[config.mk]
export PLATFORM = sky130hd
export DESIGN_NAME = rtcController
export DESIGN_NICKNAME = d
export VERILOG_FILES = /design/src/source/rtcPkg.sv /design/src/source/rtcController.sv /design/src/source/wbMaster.sv /design/src/source/rtcSequencer.sv /design/src/source/mainControl.sv
export VERILOG_INCLUDE_DIRS = /design/src /design/src/source
export SDC_FILE = /design/constraint.sdc
export NUM_CORES = 1
export LEC_CHECK = 0
export ABC_AREA = 1
export BUFFER_PORTS_ARGS = -buffer_cell sky130_fd_sc_hd__buf_2
export CORE_MARGIN = 4
export CORE_UTILIZATION = 45
export CTS_BUF_LIST = sky130_fd_sc_hd__clkbuf_4
export DETAILED_ROUTE_END_ITERATION = 10
export GPL_ROUTABILITY_DRIVEN = 0
export HOLD_SLACK_MARGIN = 0.03
export PLACE_DENSITY_LB_ADDON = 0.15
export SETUP_SLACK_MARGIN = 0.4
export SLEW_MARGIN = 20
export SYNTH_ARGS = -nofsm -noshare
export SYNTH_HDL_FRONTEND = slang
export SYNTH_SLANG_ARGS = --single-unit
[constraint.sdc]
create_clock -name CLK -period 2 [get_ports CLK]
set_clock_uncertainty 0.05 [all_clocks]
set_input_delay 0.4 -clock CLK [delete_from_list [all_inputs] [get_ports CLK]]
set_output_delay 0.4 -clock CLK [all_outputs]
set_load 0.02 [all_outputs]
[src/source/rtc_consts.svh]
`ifndef RTC_CONSTS_SVH
`define RTC_CONSTS_SVH

// ----------------------------------------------------------------------
// register map of the clock chip
// ----------------------------------------------------------------------

`define RTC_CTRL_ADDR         8'h02
`define RTC_CTRL_RESET_VALUE  8'h10	// first init write holds the chip in reset
`define RTC_CTRL_RUN_VALUE    8'h00	// second init write lets it count

// seconds sit at the base, minutes and hours at the next two addresses
`define RTC_TIME_BASE         8'h21
`define RTC_TIMER_BASE        8'h41

// transfers per program
`define INIT_WRITE_COUNT      2
`define TIME_REG_COUNT        3

`endif
[src/source/rtcPkg.sv]
package rtcPkg;

	typedef logic [7:0] timeByte_t;	// one BCD field, tens in the upper nibble
	typedef logic [7:0] regAddr_t;
	typedef logic [7:0] regData_t;

	// steps of the top-level program
	typedef enum logic [2:0]
	{
		initChip,
		clearTime,
		readTime,
		stable,
		request,
		userWrite,
		timerWrite
	} mainState_t;

	typedef enum logic [1:0]
	{
		idle,
		issue,
		waitDone,
		releaseWait	// finished, waiting for the start level to drop
	} seqState_t;

endpackage

[src/source/rtcController.sv]
`timescale 1ns/1ns

module rtcController
(
	input  logic              CLK,
	input  logic              reset,
	output logic              wbCyc,
	output logic              wbStb,
	output logic              wbWe,
	output rtcPkg::regAddr_t  wbAdr,
	output rtcPkg::regData_t  wbDatOut,
	input  rtcPkg::regData_t  wbDatIn,
	input  logic              wbAck,
	input  logic              refreshTick,
	input  logic              userRequest,
	input  rtcPkg::timeByte_t userSeconds,
	input  rtcPkg::timeByte_t userMinutes,
	input  rtcPkg::timeByte_t userHours,
	input  rtcPkg::timeByte_t timerSeconds,
	input  rtcPkg::timeByte_t timerMinutes,
	input  rtcPkg::timeByte_t timerHours,
	output rtcPkg::timeByte_t seconds,
	output rtcPkg::timeByte_t minutes,
	output rtcPkg::timeByte_t hours,
	output logic              timeValid
);

	logic initStart;
	logic clearStart;
	logic readStart;
	logic userStart;
	logic timerStart;
	logic initDone;
	logic writeDone;
	logic readDone;
	logic go;
	logic write;
	logic done;
	rtcPkg::regAddr_t addr;
	rtcPkg::regData_t dataOut;
	rtcPkg::regData_t dataIn;

	mainControl mainControlInst (.CLK, .reset, .initDone, .writeDone, .readDone,
		.refreshTick, .userRequest, .initStart, .clearStart, .readStart, .userStart,
		.timerStart);

	rtcSequencer sequencerInst (.CLK, .reset, .initStart, .clearStart, .readStart,
		.userStart, .timerStart, .userSeconds, .userMinutes, .userHours, .timerSeconds,
		.timerMinutes, .timerHours, .done, .dataIn, .initDone, .writeDone, .readDone,
		.go, .write, .addr, .dataOut, .seconds, .minutes, .hours, .timeValid);

	wbMaster busMasterInst (.CLK, .reset, .go, .write, .addr, .dataOut, .wbDatIn, .wbAck,
		.done, .dataIn, .wbCyc, .wbStb, .wbWe, .wbAdr, .wbDatOut);

endmodule

[src/source/wbMaster.sv]
`timescale 1ns/1ns

module wbMaster
(
	input  logic             CLK,
	input  logic             reset,
	input  logic             go,
	input  logic             write,
	input  rtcPkg::regAddr_t addr,
	input  rtcPkg::regData_t dataOut,
	input  rtcPkg::regData_t wbDatIn,
	input  logic             wbAck,
	output logic             done,
	output rtcPkg::regData_t dataIn,
	output logic             wbCyc,
	output logic             wbStb,
	output logic             wbWe,
	output rtcPkg::regAddr_t wbAdr,
	output rtcPkg::regData_t wbDatOut
);

	logic accept;
	logic finish;

	assign accept = go && !wbCyc;	// a go during a cycle is ignored
	assign finish = wbCyc && wbAck;

	always_ff @(posedge CLK)
	begin
		if (reset)
		begin
			wbCyc <= 1'b0;
			wbStb <= 1'b0;
			wbWe <= 1'b0;
			done <= 1'b0;
		end
		else
		begin
			done <= finish;
			if (accept)
			begin
				wbCyc <= 1'b1;
				wbStb <= 1'b1;
				wbWe <= write;
			end
			else if (finish)
			begin
				wbCyc <= 1'b0;
				wbStb <= 1'b0;
			end
		end
	end

	always_ff @(posedge CLK)
	begin
		if (accept)
		begin
			wbAdr <= addr;
			wbDatOut <= dataOut;
		end
		if (finish && !wbWe)
			dataIn <= wbDatIn;	// read data is held until the next read
	end

	// the slave may stretch the cycle, the request must not move meanwhile
	stbHeld: assert property (@(posedge CLK) disable iff (reset)
		(wbStb && !wbAck) |=> (wbStb && $stable(wbAdr)))
		else $error("strobe or address changed before ack");

endmodule

[src/source/rtcSequencer.sv]
`timescale 1ns/1ns
`include "rtc_consts.svh"

module rtcSequencer
(
	input  logic              CLK,
	input  logic              reset,
	input  logic              initStart,
	input  logic              clearStart,
	input  logic              readStart,
	input  logic              userStart,
	input  logic              timerStart,
	input  rtcPkg::timeByte_t userSeconds,
	input  rtcPkg::timeByte_t userMinutes,
	input  rtcPkg::timeByte_t userHours,
	input  rtcPkg::timeByte_t timerSeconds,
	input  rtcPkg::timeByte_t timerMinutes,
	input  rtcPkg::timeByte_t timerHours,
	input  logic              done,
	input  rtcPkg::regData_t  dataIn,
	output logic              initDone,
	output logic              writeDone,
	output logic              readDone,
	output logic              go,
	output logic              write,
	output rtcPkg::regAddr_t  addr,
	output rtcPkg::regData_t  dataOut,
	output rtcPkg::timeByte_t seconds,
	output rtcPkg::timeByte_t minutes,
	output rtcPkg::timeByte_t hours,
	output logic              timeValid
);

	rtcPkg::seqState_t  state;
	rtcPkg::mainState_t prog;	// program being run, named after its main state
	rtcPkg::mainState_t newProg;
	logic [1:0]         idx;
	logic               lastXfer;
	logic               progLevel;
	logic               anyStart;
	rtcPkg::timeByte_t  readBuf [0:`TIME_REG_COUNT-2];

	function automatic rtcPkg::regData_t pickByte(input logic [1:0] sel,
		input rtcPkg::timeByte_t sec, input rtcPkg::timeByte_t min,
		input rtcPkg::timeByte_t hr);
		case (sel)
			2'd0: pickByte = sec;
			2'd1: pickByte = min;
			default: pickByte = hr;
		endcase
	endfunction

	// ----------------------------------------------------------------------
	// program selection and transfer decode
	// ----------------------------------------------------------------------

	assign anyStart = initStart | clearStart | readStart | userStart | timerStart;

	always_comb
	begin
		if (initStart)
			newProg = rtcPkg::initChip;
		else if (clearStart)
			newProg = rtcPkg::clearTime;
		else if (readStart)
			newProg = rtcPkg::readTime;
		else if (userStart)
			newProg = rtcPkg::userWrite;
		else
			newProg = rtcPkg::timerWrite;
	end

	always_comb
	begin
		case (prog)
			rtcPkg::initChip: progLevel = initStart;
			rtcPkg::clearTime: progLevel = clearStart;
			rtcPkg::readTime: progLevel = readStart;
			rtcPkg::userWrite: progLevel = userStart;
			default: progLevel = timerStart;
		endcase
	end

	assign lastXfer = (prog == rtcPkg::initChip) ? (idx == 2'(`INIT_WRITE_COUNT - 1))
		: (idx == 2'(`TIME_REG_COUNT - 1));

	always_comb
	begin
		write = 1'b1;
		dataOut = '0;	// clearTime writes zeros
		addr = `RTC_TIME_BASE + rtcPkg::regAddr_t'(idx);
		case (prog)
			rtcPkg::initChip:
			begin
				addr = `RTC_CTRL_ADDR;
				dataOut = (idx == 2'd0) ? `RTC_CTRL_RESET_VALUE : `RTC_CTRL_RUN_VALUE;
			end
			rtcPkg::readTime:
				write = 1'b0;
			rtcPkg::userWrite:
				dataOut = pickByte(idx, userSeconds, userMinutes, userHours);
			rtcPkg::timerWrite:
			begin
				addr = `RTC_TIMER_BASE + rtcPkg::regAddr_t'(idx);
				dataOut = pickByte(idx, timerSeconds, timerMinutes, timerHours);
			end
			default:
				write = 1'b1;
		endcase
	end

	// ----------------------------------------------------------------------
	// sequencing
	// ----------------------------------------------------------------------

	always_ff @(posedge CLK)
	begin
		if (reset)
		begin
			state <= rtcPkg::idle;
			prog <= rtcPkg::initChip;
			idx <= '0;
			go <= 1'b0;
			initDone <= 1'b0;
			writeDone <= 1'b0;
			readDone <= 1'b0;
			timeValid <= 1'b0;
			seconds <= '0;
			minutes <= '0;
			hours <= '0;
		end
		else
		begin
			go <= 1'b0;
			initDone <= 1'b0;
			writeDone <= 1'b0;
			readDone <= 1'b0;
			timeValid <= 1'b0;
			case (state)
				rtcPkg::idle:
					if (anyStart)
					begin
						prog <= newProg;
						idx <= '0;
						go <= 1'b1;	// go is high exactly while in issue
						state <= rtcPkg::issue;
					end
				rtcPkg::issue:
					state <= rtcPkg::waitDone;
				rtcPkg::waitDone:
					if (done && !lastXfer)
					begin
						idx <= idx + 2'd1;
						go <= 1'b1;
						state <= rtcPkg::issue;
					end
					else if (done)
					begin
						state <= rtcPkg::releaseWait;
						case (prog)
							rtcPkg::initChip:
								initDone <= 1'b1;
							rtcPkg::readTime:
							begin
								readDone <= 1'b1;
								timeValid <= 1'b1;
								seconds <= readBuf[0];
								minutes <= readBuf[1];
								hours <= dataIn;	// last byte goes straight out
							end
							default:
								writeDone <= 1'b1;
						endcase
					end
				default:
					// the next program's level may already be up, only ours must drop
					if (!progLevel)
						state <= rtcPkg::idle;
			endcase
		end
	end

	always_ff @(posedge CLK)
	begin
		if (state == rtcPkg::waitDone && done && prog == rtcPkg::readTime && !lastXfer)
			readBuf[idx[0]] <= dataIn;
	end

	noGoInWait: assert property (@(posedge CLK) disable iff (reset)
		(state == rtcPkg::waitDone) |-> !go)
		else $error("go issued while a transfer is outstanding");

	doneOnlyInWait: assert property (@(posedge CLK) disable iff (reset)
		done |-> (state == rtcPkg::waitDone))
		else $error("bus done arrived with no transfer pending");

endmodule

[src/source/mainControl.sv]
`timescale 1ns/1ns

module mainControl
(
	input  logic CLK,
	input  logic reset,
	input  logic initDone,
	input  logic writeDone,
	input  logic readDone,
	input  logic refreshTick,
	input  logic userRequest,
	output logic initStart,
	output logic clearStart,
	output logic readStart,
	output logic userStart,
	output logic timerStart
);

	rtcPkg::mainState_t state;
	rtcPkg::mainState_t nextState;

	// ----------------------------------------------------------------------
	// next state
	// ----------------------------------------------------------------------

	always_comb
	begin
		nextState = state;
		case (state)
			rtcPkg::initChip:
				if (initDone)
					nextState = rtcPkg::clearTime;
			rtcPkg::clearTime:
				if (writeDone)
					nextState = rtcPkg::readTime;
			rtcPkg::readTime:
				if (readDone)
					nextState = rtcPkg::stable;
			rtcPkg::stable:
				if (refreshTick)
					nextState = rtcPkg::request;
			rtcPkg::request:	// the only place the user choice is looked at
				if (userRequest)
					nextState = rtcPkg::userWrite;
				else
					nextState = rtcPkg::timerWrite;
			rtcPkg::userWrite:
				if (writeDone)
					nextState = rtcPkg::readTime;
			rtcPkg::timerWrite:
				if (writeDone)
					nextState = rtcPkg::readTime;
			default:
				nextState = rtcPkg::initChip;
		endcase
	end

	// ----------------------------------------------------------------------
	// state register and start levels
	// ----------------------------------------------------------------------

	// levels follow the state one cycle late
	always_ff @(posedge CLK)
	begin
		if (reset)
		begin
			state <= rtcPkg::initChip;
			initStart <= 1'b0;
			clearStart <= 1'b0;
			readStart <= 1'b0;
			userStart <= 1'b0;
			timerStart <= 1'b0;
		end
		else
		begin
			state <= nextState;
			initStart <= 1'b0;
			clearStart <= 1'b0;
			readStart <= 1'b0;
			userStart <= 1'b0;
			timerStart <= 1'b0;
			case (state)
				rtcPkg::initChip:
					initStart <= 1'b1;
				rtcPkg::clearTime:
					clearStart <= 1'b1;
				rtcPkg::readTime:
					readStart <= 1'b1;
				rtcPkg::userWrite:
					userStart <= 1'b1;
				rtcPkg::timerWrite:
					timerStart <= 1'b1;
				default:
					initStart <= 1'b0;	// stable and request start nothing
			endcase
		end
	end

	oneStartLevel: assert property (@(posedge CLK) disable iff (reset)
		$onehot0({initStart, clearStart, readStart, userStart, timerStart}))
		else $error("more than one start level is high");

endmodule

==> impl_metrics.env <==
export IMPL_hold_ws_ns=0.1008
export IMPL_fmax_ghz=0.6236
export IMPL_routed_via_density=5.062
export IMPL_cts_sinks=83
export IMPL_routed_wl_mm=9.041
export IMPL_path_class="reg2reg"
export IMPL_worstHoldStart="wbDatIn[1]"
export IMPL_drc=0
export IMPL_layout_drive_gt1_share_pct=41.18
export IMPL_min_path_type="in2reg"
export IMPL_r2r_end="sequencerInst.readBuf[1][0]$_DFFE_PP_"
export IMPL_worstPathRequired_ns=2.06
export IMPL_die_area_sq_mm=0.009846
export IMPL_r2r_cells=7
export IMPL_rows=33
export IMPL_synth_top_area_share_pct=29.67
export IMPL_synth_top_area_cell="edfxtp_1"
export IMPL_numCtsBuffers=9
export IMPL_setup_tns_final_ns=0
export IMPL_p_leak_uw=0.001991
export IMPL_postSynthAreaPerCell_sq_um=9.409
export IMPL_die_height_microns=99.23
export IMPL_cts_max_path_buffers=2
export IMPL_insertion_delay_ns=0.42
export IMPL_drt_iter0_markers=130
export IMPL_grt_max_degree=35
export IMPL_first_global_vias=2931
export IMPL_fin_crit_sh_pct=80.18
export IMPL_port_buffer_count=101
export IMPL_grt_pass1_wl_mm=13.92
export IMPL_final_max_slew_violation_count=0
export IMPL_diodes=0
export IMPL_hold_end="busMasterInst.dataIn[1]$_DFFE_PP_"
export IMPL_max_cap_violations=0
export IMPL_syn_to_final_growth_pct=28.90
export IMPL_synth_area_sq_mm=0.003745
export IMPL_grt_total_usage_pct=17.50
export IMPL_placed_cells=594
export IMPL_end_kind="register"
export IMPL_rr_startpoint="sequencerInst.idx[1]$_SDFFE_PP0P_"
export IMPL_hold_viol=0
export IMPL_h_tree_depth=3
export IMPL_ys_seq_area_share_pct=54.26
export IMPL_antenna_found_initial=0
export IMPL_finalNonFillerCells=632
export IMPL_start_kind="register"
export IMPL_ioPinCount=105
export IMPL_ir_worst_vdd_v=0.0007734
export IMPL_hpwl_mm=6.049
export IMPL_power_uw=5171
export IMPL_period_minus_slack_ns=1.604
export IMPL_fin_util_pct=59.05
export IMPL_first_pass_iters=4
export IMPL_synth_cell_types=32
export IMPL_root_buffer="clkbuf_4"
export IMPL_grt_ovfl_total=0
export IMPL_cts_tree="yes"
export IMPL_drtAntennaViolNets=0
export IMPL_cts_hold_buffers_added=0
export IMPL_routedWlPerCell_microns=14.31
export IMPL_worst_path_max_fanout=8
export IMPL_die_w_microns=99.23
export IMPL_status="complete, no violations"
export IMPL_ys_ff_latch=83
export IMPL_setup_viol=0
export IMPL_path_clk_slew_ns=0.12
export IMPL_dr_total_vias=3199
export IMPL_hold_depth=1
export IMPL_arrival_ns=1.67
export IMPL_synthCells=398
export IMPL_synth_warnings=0
export IMPL_pwr_density_cell_mw_per_mm2=1071
export IMPL_synth_area_top_cells="edfxtp_1 30%, dfxtp_1 25%, nand2_1 7.1%"
export IMPL_rsz0062_at_grt="true"
export IMPL_initial_core_util_pct=45.81
export IMPL_coreArea_sq_mm=0.008175
export IMPL_nNetsFinal=587
export IMPL_reg2reg_slack_ns=0.40
## Yosys cell counts (all sizes together)
library cell,instances
a21oi,33
a22o,8
buf,15
clkbuf,8
conb,1
dfxtp,46
edfxtp,37
ha,4
inv,28
nand2,92
nand3,41
nand3b,1
nand4,26
nor2,34
nor3,6
nor3b,1
nor4,1
o211ai,1
o21ai,12
o21bai,2
or2,1
## area by class of cell
class / count / area, sq um
Clock buffer: 9 / 67.56
Clock inverter: 7 / 90.09
Tap cell: 105 / 131.4
Fill cell: 739 / 3348
Inverter: 28 / 113.9
Sequential cell: 83 / 2044
Timing Repair Buffer: 131 / 780.7
Multi-Input combinational cell: 269 / 1599
## placed cells by master (no fill, tap or decap), types with 4 or more instances in the layout
master / instances
buf_2: 102
nand2_1: 68
dfxtp_1: 42
nand3_1: 38
edfxtp_1: 37
nor2_1: 29
nand4_1: 26
buf_4: 22
nand2_2: 21
inv_1: 20
a21oi_2: 19
a21oi_1: 14
o21ai_0: 12
clkbuf_4: 9
a22o_1: 8
nand3_4: 6
nor2_4: 5
inv_2: 5
nor3_1: 4
buf_6: 4
## kinds of logic (layout without fill, tap and decap cells)
family                   Yosys count  after routing  share of synthesized area, %
flip-flops                        83             83                         54.26
AND/OR/NAND/NOR                  203            206                         27.20
adder cells (fa/ha/maj)            4              4                         1.337
other                              1              3                        0.1001
buffers and inverters             51            175                         6.716
AO/OA/AOI/OAI                     56             56                         10.39
## sequential cells by signal, summed over array words and instances, names as in the netlist, 2 cells and up
register,flops
seconds,8
busMasterInst.wbAdr,5
minutes,8
mainControlInst.state,3
busMasterInst.wbDatOut,8
sequencerInst.idx,2
sequencerInst.prog,3
sequencerInst.state,2
busMasterInst.dataIn,8
sequencerInst.readBuf,16
sequencerInst.hours,8
## worst max-delay path, stage by stage, from the launching register on
cell and delay (ns):
dfxtp_2 0.35, inv_2 0.06, ha_4 0.18, nand3_4 0.09, nand4_1 0.15, inv_2 0.11, nand2_4 0.07, nor2_4 0.23
## metal layers
| metal | GRT usage, % | wire length, microns | part of all wire, % |
|---|---|---|---|
| met1 | 24.79 | 4419 | 49 |
| met2 | 26.81 | 3974 | 44 |
| met3 | 3.296 | 496 | 5.5 |
| met4 | 6.408 | 150 | 1.7 |
| met5 | 0 | 0 | 0 |
## timing repair
item	in CTS	in global routing
buffers inserted	6	12
pin swaps	5	10
gates resized for setup	9	16
setup endpoints to repair	49	51
gates cloned	1	3
## per-stage QoR
stage,instance area (sq um),setup slack [ns]
6_report,4827,0.3963
3_5_place_dp,4358,0.2325
3_3_place_gp,4358,0.2553
2_1_floorplan,3791,0.3919
4_1_cts,4602,0.3091
5_1_grt,4827,0.2938
## how the worst max path moves through the flow
| stage | startpoint | to | cells past startpoint |
|---|---|---|---|
| after CTS | sequencerInst.prog[0]$_SDFFE_PP0P_ | sequencerInst.readBuf[1][3]$_DFFE_PP_ | 7 |
| after detailed placement | sequencerInst.idx[0]$_SDFFE_PP0P_ | sequencerInst.readBuf[0][0]$_DFFE_PP_ | 7 |
| after global placement | sequencerInst.prog[0]$_SDFFE_PP0P_ | sequencerInst.readBuf[0][0]$_DFFE_PP_ | 7 |
| final | sequencerInst.idx[1]$_SDFFE_PP0P_ | sequencerInst.readBuf[1][0]$_DFFE_PP_ | 7 |
| after floorplan | sequencerInst.idx[0]$_SDFFE_PP0P_ | sequencerInst.readBuf[0][0]$_DFFE_PP_ | 7 |
| after global routing | sequencerInst.idx[1]$_SDFFE_PP0P_ | sequencerInst.readBuf[1][3]$_DFFE_PP_ | 7 |
## power breakdown
| part | internal, uW | switching [uW] | leakage (uW) |
|---|---|---|---|
| clock network | 504 | 566 | 0.0000819 |
| registers | 2030 | 152 | 0.000714 |
| logic | 753 | 1170 | 0.00119 |
| total | 3280 | 1890 | 0.00199 |
(Power assumes the default switching activity.)
